[config.mk]
export PLATFORM = sky130hd
export DESIGN_NAME = knob_calc
export DESIGN_NICKNAME = d
export VERILOG_FILES = /design/src/common/calc_pkg.sv /design/src/command/command_sequencer.sv /design/src/verilog/register_file.sv /design/src/verilog/alu.sv /design/src/verilog/lcd_formatter.sv /design/src/verilog/knob_calc.sv
export SDC_FILE = /design/constraint.sdc
export NUM_CORES = 1
export LEC_CHECK = 0
export BUFFER_PORTS_ARGS = -buffer_cell sky130_fd_sc_hd__buf_2
export CAP_MARGIN = 0
export CORE_MARGIN = 8
export CORE_UTILIZATION = 60
export CTS_CLUSTER_DIAMETER = 150
export DETAILED_ROUTE_END_ITERATION = 8
export PLACE_DENSITY_LB_ADDON = 0.1
export SLEW_MARGIN = 0
export SYNTH_ARGS = -nofsm -noshare
export SYNTH_HDL_FRONTEND = slang
export SYNTH_SLANG_ARGS = --single-unit
[constraint.sdc]
create_clock -name clk -period 7.3 [get_ports clk]
set_clock_uncertainty 0.15 [all_clocks]
set_input_delay 0.73 -clock clk [delete_from_list [all_inputs] [get_ports clk]]
set_output_delay 0.73 -clock clk [all_outputs]
set_load 0.005 [all_outputs]
[src/common/calc_pkg.sv]
`default_nettype none

package calc_pkg;

	//////////////////////////////
	// Widths and sizes
	//////////////////////////////
	localparam int word_width   = 16;
	localparam int addr_width   = 5;
	localparam int mem_depth    = 32;
	localparam int nibble_width = 4;
	localparam int line_width   = 128;

	// ASCII digits for the display
	localparam logic [7:0] char_zero = 8'h30;
	localparam logic [7:0] char_one  = 8'h31;

	//////////////////////////////
	// Encodings
	//////////////////////////////

	// Opcodes 3 and 4 have no operation
	typedef enum logic [2:0] {
		op_write     = 3'd0,
		op_read      = 3'd1,
		op_read_pair = 3'd2,
		op_max       = 3'd5,
		op_xor       = 3'd6,
		op_shift     = 3'd7
	} calc_op_e;

	typedef enum logic [1:0] {
		st_idle,
		st_collect,
		st_execute,
		st_show
	} seq_state_e;

	//////////////////////////////
	// Structs
	//////////////////////////////
	typedef struct packed {
		calc_op_e              op;
		logic [addr_width-1:0] rd_addr_a;
		logic [addr_width-1:0] rd_addr_b;
		logic [addr_width-1:0] wr_addr;
		logic [word_width-1:0] wr_data;
		logic [3:0]            shift;
	} calc_cmd_t;

	// Pair shows two words, otherwise address and one word
	typedef struct packed {
		logic                  pair;
		logic [addr_width-1:0] addr;
		logic [word_width-1:0] word_a;
		logic [word_width-1:0] word_b;
	} display_t;

endpackage

`default_nettype wire

[src/command/command_sequencer.sv]
`timescale 1ns/1ps
`default_nettype none

module command_sequencer import calc_pkg::*; (
	input  wire                    clk,
	input  wire                    reset,
	input  wire                    rot,
	input  wire [nibble_width-1:0] bits,
	input  wire [word_width-1:0]   rd_data_a,
	input  wire [word_width-1:0]   rd_data_b,
	input  wire [word_width-1:0]   alu_result,
	output calc_cmd_t              cmd,
	output logic                   wr_en,
	output logic [word_width-1:0]  wr_word,
	output logic                   show,
	output display_t               display,
	output logic                   ready
);

	// Number of field nibbles following each opcode
	function automatic logic [3:0] field_total(input calc_op_e op);
		case (op)
			op_write:     field_total = 4'd6;
			op_read:      field_total = 4'd2;
			op_read_pair: field_total = 4'd4;
			op_shift:     field_total = 4'd5;
			default:      field_total = 4'd6;
		endcase
	endfunction

	// Slots in order a lo/hi, b lo/hi, w lo/hi, shift, data 0..3
	function automatic logic [3:0] field_slot(input calc_op_e op, input logic [3:0] idx);
		case (op)
			op_write: field_slot = (idx < 4'd2) ? idx + 4'd4 : idx + 4'd5;
			op_shift: field_slot = (idx < 4'd2) ? idx : idx + 4'd2;
			default:  field_slot = idx;
		endcase
	endfunction

	seq_state_e state;
	logic       prev_rot;
	logic       knob_edge;
	logic       op_valid;
	logic       writes_back;
	logic [3:0] field_idx;
	logic [3:0] slot;
	display_t   next_display;

	assign knob_edge   = rot && !prev_rot;
	assign op_valid    = (bits[2:0] != 3'd3) && (bits[2:0] != 3'd4);
	assign slot        = field_slot(cmd.op, field_idx);
	assign writes_back = !(cmd.op inside {op_read, op_read_pair});

	assign ready   = (state == st_idle);
	assign show    = (state == st_show);
	assign wr_en   = (state == st_execute) && writes_back;
	assign wr_word = (cmd.op == op_write) ? cmd.wr_data : alu_result;

	//////////////////////////////
	// Control FSM
	//////////////////////////////
	always_ff @(posedge clk) begin
		if (reset) begin
			// Knob held high through reset is not an edge
			prev_rot  <= 1'b1;
			state     <= st_idle;
			field_idx <= '0;
		end else begin
			prev_rot <= rot;
			case (state)
				st_idle: begin
					if (knob_edge && op_valid) begin
						state     <= st_collect;
						field_idx <= '0;
					end
				end
				st_collect: begin
					if (knob_edge) begin
						if (field_idx == field_total(cmd.op) - 4'd1) begin
							state     <= st_execute;
							field_idx <= '0;
						end else begin
							field_idx <= field_idx + 4'd1;
						end
					end
				end
				st_execute: state <= st_show;
				st_show:    state <= st_idle;
				default:    state <= st_idle;
			endcase
		end
	end

	//////////////////////////////
	// Command and display capture
	//////////////////////////////
	always_ff @(posedge clk) begin
		if (state == st_idle && knob_edge && op_valid) begin
			cmd.op <= calc_op_e'(bits[2:0]);
		end
		if (state == st_collect && knob_edge) begin
			case (slot)
				4'd0:    cmd.rd_addr_a[3:0]            <= bits;
				4'd1:    cmd.rd_addr_a[addr_width-1]   <= bits[0];
				4'd2:    cmd.rd_addr_b[3:0]            <= bits;
				4'd3:    cmd.rd_addr_b[addr_width-1]   <= bits[0];
				4'd4:    cmd.wr_addr[3:0]              <= bits;
				4'd5:    cmd.wr_addr[addr_width-1]     <= bits[0];
				4'd6:    cmd.shift                     <= bits;
				4'd7:    cmd.wr_data[3:0]              <= bits;
				4'd8:    cmd.wr_data[7:4]              <= bits;
				4'd9:    cmd.wr_data[11:8]             <= bits;
				default: cmd.wr_data[15:12]            <= bits;
			endcase
		end
		if (state == st_execute) begin
			display <= next_display;
		end
	end

	// Reads show the read address, the rest show the written word
	always_comb begin
		next_display.pair   = (cmd.op == op_read_pair);
		next_display.word_b = rd_data_b;
		if (writes_back) begin
			next_display.addr   = cmd.wr_addr;
			next_display.word_a = wr_word;
		end else begin
			next_display.addr   = cmd.rd_addr_a;
			next_display.word_a = rd_data_a;
		end
	end

endmodule

`default_nettype wire

[src/verilog/register_file.sv]
`timescale 1ns/1ps
`default_nettype none

module register_file import calc_pkg::*; (
	input  wire                   clk,
	input  wire                   reset,
	input  wire                   wr_en,
	input  wire [addr_width-1:0]  wr_addr,
	input  wire [word_width-1:0]  wr_word,
	input  wire [addr_width-1:0]  rd_addr_a,
	input  wire [addr_width-1:0]  rd_addr_b,
	output logic [word_width-1:0] rd_data_a,
	output logic [word_width-1:0] rd_data_b
);

	logic [word_width-1:0] mem [mem_depth];

	// Whole file is cleared on reset
	always_ff @(posedge clk) begin
		if (reset) begin
			for (int i = 0; i < mem_depth; i++) begin
				mem[i] <= '0;
			end
		end else if (wr_en) begin
			mem[wr_addr] <= wr_word;
		end
	end

	// Asynchronous read ports
	assign rd_data_a = mem[rd_addr_a];
	assign rd_data_b = mem[rd_addr_b];

endmodule

`default_nettype wire

[src/verilog/alu.sv]
`timescale 1ns/1ps
`default_nettype none

module alu import calc_pkg::*; (
	input  wire calc_op_e         op,
	input  wire [word_width-1:0]  word_a,
	input  wire [word_width-1:0]  word_b,
	input  wire [3:0]             shift,
	output logic [word_width-1:0] result
);

	always_comb begin
		case (op)
			// Unsigned compare
			op_max: begin
				result = (word_a > word_b) ? word_a : word_b;
			end
			op_xor: begin
				result = word_a ^ word_b;
			end
			op_shift: begin
				result = word_a >> shift;
			end
			default: begin
				result = '0;
			end
		endcase
	end

endmodule

`default_nettype wire

[src/verilog/lcd_formatter.sv]
`timescale 1ns/1ps
`default_nettype none

module lcd_formatter import calc_pkg::*; (
	input  wire                   clk,
	input  wire                   reset,
	input  wire                   show,
	input  wire display_t         display,
	output logic [line_width-1:0] line1,
	output logic [line_width-1:0] line2
);

	// One ASCII digit per bit, MSB in the top byte
	function automatic logic [line_width-1:0] to_ascii(input logic [word_width-1:0] value);
		logic [line_width-1:0] text;
		text = '0;
		for (int i = 0; i < word_width; i++) begin
			text[8*i +: 8] = value[i] ? char_one : char_zero;
		end
		return text;
	endfunction

	logic [word_width-1:0] addr_word;

	// Address is right aligned, padded with zeros
	assign addr_word = {{(word_width - addr_width){1'b0}}, display.addr};

	//////////////////////////////
	// Line registers
	//////////////////////////////
	always_ff @(posedge clk) begin
		if (reset) begin
			line1 <= '0;
			line2 <= '0;
		end else if (show) begin
			if (display.pair) begin
				line1 <= to_ascii(display.word_a);
				line2 <= to_ascii(display.word_b);
			end else begin
				line1 <= to_ascii(addr_word);
				line2 <= to_ascii(display.word_a);
			end
		end
	end

endmodule

`default_nettype wire

[src/verilog/knob_calc.sv]
`timescale 1ns/1ps
`default_nettype none

module knob_calc import calc_pkg::*; (
	input  wire                    clk,
	input  wire                    reset,
	input  wire                    rot,
	input  wire [nibble_width-1:0] bits,
	output logic [line_width-1:0]  line1,
	output logic [line_width-1:0]  line2,
	output logic                   ready
);

	calc_cmd_t             cmd;
	logic [word_width-1:0] rd_data_a;
	logic [word_width-1:0] rd_data_b;
	logic [word_width-1:0] alu_result;
	logic [word_width-1:0] wr_word;
	logic                  wr_en;
	logic                  show;
	display_t              display;

	command_sequencer u_sequencer (
		.clk        (clk),
		.reset      (reset),
		.rot        (rot),
		.bits       (bits),
		.rd_data_a  (rd_data_a),
		.rd_data_b  (rd_data_b),
		.alu_result (alu_result),
		.cmd        (cmd),
		.wr_en      (wr_en),
		.wr_word    (wr_word),
		.show       (show),
		.display    (display),
		.ready      (ready)
	);

	register_file u_register_file (
		.clk       (clk),
		.reset     (reset),
		.wr_en     (wr_en),
		.wr_addr   (cmd.wr_addr),
		.wr_word   (wr_word),
		.rd_addr_a (cmd.rd_addr_a),
		.rd_addr_b (cmd.rd_addr_b),
		.rd_data_a (rd_data_a),
		.rd_data_b (rd_data_b)
	);

	alu u_alu (
		.op     (cmd.op),
		.word_a (rd_data_a),
		.word_b (rd_data_b),
		.shift  (cmd.shift),
		.result (alu_result)
	);

	lcd_formatter u_lcd_formatter (
		.clk     (clk),
		.reset   (reset),
		.show    (show),
		.display (display),
		.line1   (line1),
		.line2   (line2)
	);

endmodule

`default_nettype wire

Word level (Yosys, flattened, before mapping)
Memories as Yosys holds them, arrays and structs flattened.
Index checks and enable logic that the tools add are counted.
{"block": "word_totals", "memories": 1, "ram_bits": 512, "wordCells": 150, "ff_bits": 339, "output_inout_bits": 257}
{"block": "classes", "shift": 1, "eq_ne": 23, "n_bitwise": 2, "mux": 66, "reduce_logical": 29, "n_lt_le_gt_ge": 2, "n_addsub": 5}
{"name": "u_register_file.mem", "words": 32, "width": 16, "read_ports": 2, "rd_ports_with_merged_regs": 0, "write_ports": 32, "line_no": "register_file.sv:16", "source": "logic [word_width-1:0] mem [mem_depth];"}
{"cell": "$mux W128", "count": 2}
{"cell": "$mux W16", "count": 3}
{"cell": "$pmux W16 S3", "count": 1}
{"cell": "$mux W1", "count": 43}
{"cell": "$mux W4", "count": 8}
{"cell": "$reduce_and A2 Y1", "count": 11}
{"cell": "$mux W21", "count": 1}
{"cell": "$eq A4 B3 Y1 const B", "count": 4}
{"cell": "$gt A16 B16 Y1", "count": 1}
{"cell": "$pmux W4 S2", "count": 2}
{"cell": "$reduce_or A16 Y1", "count": 1}
{"cell": "$shr A16 B4 Y16", "count": 1}
{"cell": "$xor A16 B16 Y16", "count": 1}
{"cell": "$reduce_or A10 Y1", "count": 1}
{"cell": "$eq A3 B3 Y1 const B", "count": 3}
{"cell": "$pmux W3 S3", "count": 1}
{"cell": "$add A4 B3 Y4 const B", "count": 2}
{"cell": "$eq A4 B2 Y1 const B", "count": 2}
{"cell": "$eq A4 B4 Y1 const B", "count": 2}
{"cell": "$pmux W2 S4", "count": 1}
{"cell": "$logic_and A1 B1 Y1", "count": 7}
{"cell": "$mux W2", "count": 3}
{"cell": "$ne A2 B1 Y1 const B", "count": 3}
{"cell": "$reduce_and A3 Y1", "count": 2}
{"cell": "other kinds (19)", "count": 22}

Depth between registers and ports, before layout
{"block": "depth", "depth_word": 10, "mapped_depth": 27}

Cells and area by module
A second synthesis with hierarchy kept.
{"block": "hier_totals", "cells_unflattened": 3127, "area_unflattened_um2": 36756.5}
{"module": "register_file", "area_each_um2": 28521.1, "instances": 1, "cells_per_inst": 2326}
{"module": "command_sequencer", "area_each_um2": 3767.4, "instances": 1, "cells_per_inst": 248}
{"module": "lcd_formatter", "area_each_um2": 3075.4, "instances": 1, "cells_per_inst": 370}
{"module": "alu", "area_each_um2": 1392.6, "instances": 1, "cells_per_inst": 183}

Least setup slack after synthesis
Ideal clock, no wire load.
{"block": "synth_path", "path_type": "register -> register", "startpoint": "register u_sequencer.cmd[26] (netlist name)", "endpoint": "memory u_register_file.mem[0][8], data pin", "synth_period_minus_slack_ns": 5.126, "arrival_ns": 4.711, "path_stages_with_launch": 20, "setup_ns": 0.265, "n_path_buf": 6, "path_slack_ns": 2.174, "t_required_ns": 6.885, "path_cell_list": "edfxtp_1 buf_2 buf_2 buf_1 mux4_2 mux4_2 o21ai_1 ha_1 and3_1 a221o_1 a221o_1 nand2_1 and2_1 buf_2 clkbuf_1 mux2i_1 a221o_1 a21oi_2 buf_4 nor2_1"}
{"element": "to (decl)", "line_no": "register_file.sv:16"}

==> reports/metrics.cfg <==
[outcome]
status=finished, final reports clean

[global_route]
gr-usage-all-layers_pct=33.24
overflow=0
grt_pass1_wl_mm=162.9
grt_pass1_vias=23380
grt_max_degree=72
antenna_found_initial=3

[placement]
pre_cts_ws_ns=0.7035
place_inst=3604
portBuffers=103
dp_hpwl_mm=78.55
gp_congestion=0.9923

[clock_tree]
numCtsBuffers=69
cts.repair.resized=0
clock_latency_ns=0.62
clock_sinks=628
clkSlewWorstSetupHoldPaths_ns=0.07
htreeDepth=3
clockBufferDepth=3
clock-root-buffer=clkbuf_16
post_cts_buffers=0
cts_tree=built
postCtsHoldBufs=0

[timing]
layout_min_cycle_time_ns=6.802
fin_hold_ws_ns=0.2019
fin_tns_setup_ns=0
fmax_mhz=147.0
fin_crit_sh_pct=93.18
slew_headroom_pct=15.42
setup_ws_ns=0.4977
hold_viol=0
rsz0062_at_grt=no
drv_slew=0
tightestPinTransition_ns=1.269
finalSetupViolCount=0

[cells_and_area]
drive_gt1_share_pct=18.76
final_common_cell=nor2_1
stdcell_count=3728
area_growth_syn_to_layout_pct=7.439
final_util_pct=65.34
final_cell_mix=nor2_1, edfxtp_1, mux2i_1, mux4_2, conb_1
nFillCells=4371
layout.nets=2944

[worst_setup_path]
slowest_delay_ns=0.80
critPathMaxFanout=33
critPathLaunchType=register
path_buf_inv=3
crit_arrival_ns=6.99
crit_slowest_cell=and2_2
cp_top_family=simple AND/OR/NAND/NOR gates
endpoint_kind=register
required_ns=7.48
r2r_cells=17
cp.depth=17
worstPathCellList=and2_2 -> buf_4 -> a22o_1 -> nor3_1 -> a31oi_1 -> nor2b_1 -> inv_1 -> ha_1 -> nand4_1 -> a21oi_1 -> o311ai_1 -> and2_1 -> mux2i_1 -> a221o_1 -> a311oi_4 -> buf_4 -> mux2i_1
critPathLaunch=u_sequencer.cmd[32]$_DFFE_PP_
timing.rr.start=u_sequencer.cmd[32]$_DFFE_PP_
crit_type=register to register

[synthesis]
async_reset_ff_share_pct=0
synth_flop_cell=edfxtp_1
synth-edff-count=588
synth_cell_types=85
ys_warn_count=0
syn_inst=2894
synth_area_um2=35150
avgSynthCellArea_um2=12.15
yosysSeqAreaShare_pct=52.51
ys_seq_elements=628

[route]
routed_via_density=6.658
route.vias.total=24821
drc=0
wl_per_cell_um=30.77
drt-initial-drc-count=3562
first_pass_iters=6
drt-total-wl_mm=114.7
drtAntennaViolNets=0

[flow_run]
max_cap_violations=0

[floorplanning]
die_w_um=258.1
io_pins=264
rows=88
die_y_um=258.1
initial_utilization_pct=60.81
die_area_um2=66590
core_area_um2=57810

[power]
power.density_nw_per_um2=223.8
p_leak_uw=0.01451
ir_drop_mv=0.2023

[min_path]
whs_path_depth=2
min_path_type=primary input to register
min_from=rot

state kept, by name (all words and copies together), names as in the netlist:
name,count
u_register_file.mem,512
u_sequencer.cmd,38
u_sequencer.display,38
u_lcd_formatter.line2,17
u_lcd_formatter.line1,16
u_sequencer.field_idx,4
u_sequencer.state,2
u_sequencer.prev_rot,1
path summary, 6_finish.rpt:
path,to,slack [ns]
setup / recovery,u_sequencer.display[27]$_DFFE_PP_,0.50
hold / removal,u_sequencer.prev_rot$_SDFF_PP1_,0.20
setup reg to reg,u_sequencer.display[27]$_DFFE_PP_,0.50
hold reg to reg,u_lcd_formatter.line1[88]$_SDFFE_PP0N_,0.32
cells in the mapped netlist (11+ instances only):
library cell	count	share of area [%]
nor2_1	624	6.7
edfxtp_1	588	50
mux2i_1	293	8.3
buf_4	251	5.4
mux4_2	164	11
nand2_1	154	1.6
clkbuf_1	93	0.99
a22oi_1	75	1.6
a21oi_1	67	0.95
buf_2	57	0.81
nand2b_1	43	0.77
dfxtp_1	40	2.3
buf_6	37	1.2
nand3_1	37	0.53
a211oi_1	35	0.75
inv_1	35	0.37
nor2b_1	28	0.50
ha_1	27	0.96
nor3_1	21	0.30
o21ai_0	19	0.27
a22o_1	16	0.40
buf_1	12	0.13
a31oi_1	11	0.20
and3_1	11	0.20
o22ai_1	11	0.20
cell type report:
type                            instances  area (um^2)  share of cell area (%)
Sequential cell                       628        18460                   48.87
Multi-Input combinational cell       1928        14170                   37.51
Inverter                               41        153.9                  0.4075
Timing Repair Buffer                  242         1772                   4.691
Clock buffer                           89         1937                   5.128
Tap cell                              765        957.2                   2.534
Clock inverter                         31        312.8                  0.8282
Antenna cell                            4        10.01                 0.02650
logic make-up (layout without fill, tap and decap cells):
| family | after synthesis | in the layout | synth area share (%) |
|---|---|---|---|
| AO/OA/AOI/OAI | 310 | 310 | 6.506 |
| multiplexers | 462 | 462 | 19.05 |
| AND/OR/NAND/NOR | 962 | 962 | 11.59 |
| XOR/XNOR | 7 | 7 | 0.1744 |
| other | 1 | 164 | 0.01067 |
| buffers and inverters | 497 | 403 | 9.201 |
| adder cells (fa/ha/maj) | 27 | 27 | 0.9610 |
| flip-flops | 628 | 628 | 52.51 |
worst register-to-register path, stage by stage (launching register included):
cell      delay (ns)
edfxtp_1        0.69
and2_2          0.80
buf_4           0.35
a22o_1          0.17
nor3_1          0.07
a31oi_1         0.67
nor2b_1         0.42
inv_1           0.09
ha_1            0.32
nand4_1         0.12
a21oi_1         0.06
o311ai_1        0.53
and2_1          0.77
mux2i_1         0.16
a221o_1         0.39
a311oi_4        0.21
buf_4           0.40
mux2i_1         0.16
metrics by stage:
stage          instance area, um^2  total power [uW]
2_1_floorplan                35750              4769
3_3_place_gp                 35510              4967
3_5_place_dp                 35510              4985
4_1_cts                      37760              8436
5_1_grt                      37760              8637
6_report                     37770              8452
power breakdown:
group	total, uW	internal [uW]	switching (uW)
Combinational	790	249	541
Sequential	4150	4070	75.3
Clock	3510	2050	1460
Total	8450	6380	2080
routing by layer:
metal / vias up / global-route usage [%] / share of wire (%)
li1: 10254 / - / -
met1: 12485 / 44.53 / 37
met2: 1785 / 49.88 / 44
met3: 295 / 8.641 / 13
met4: 2 / 17.34 / 5.7
met5: - / 0 / 0.0070
Note: power is estimated with default switching activity, not from simulation.
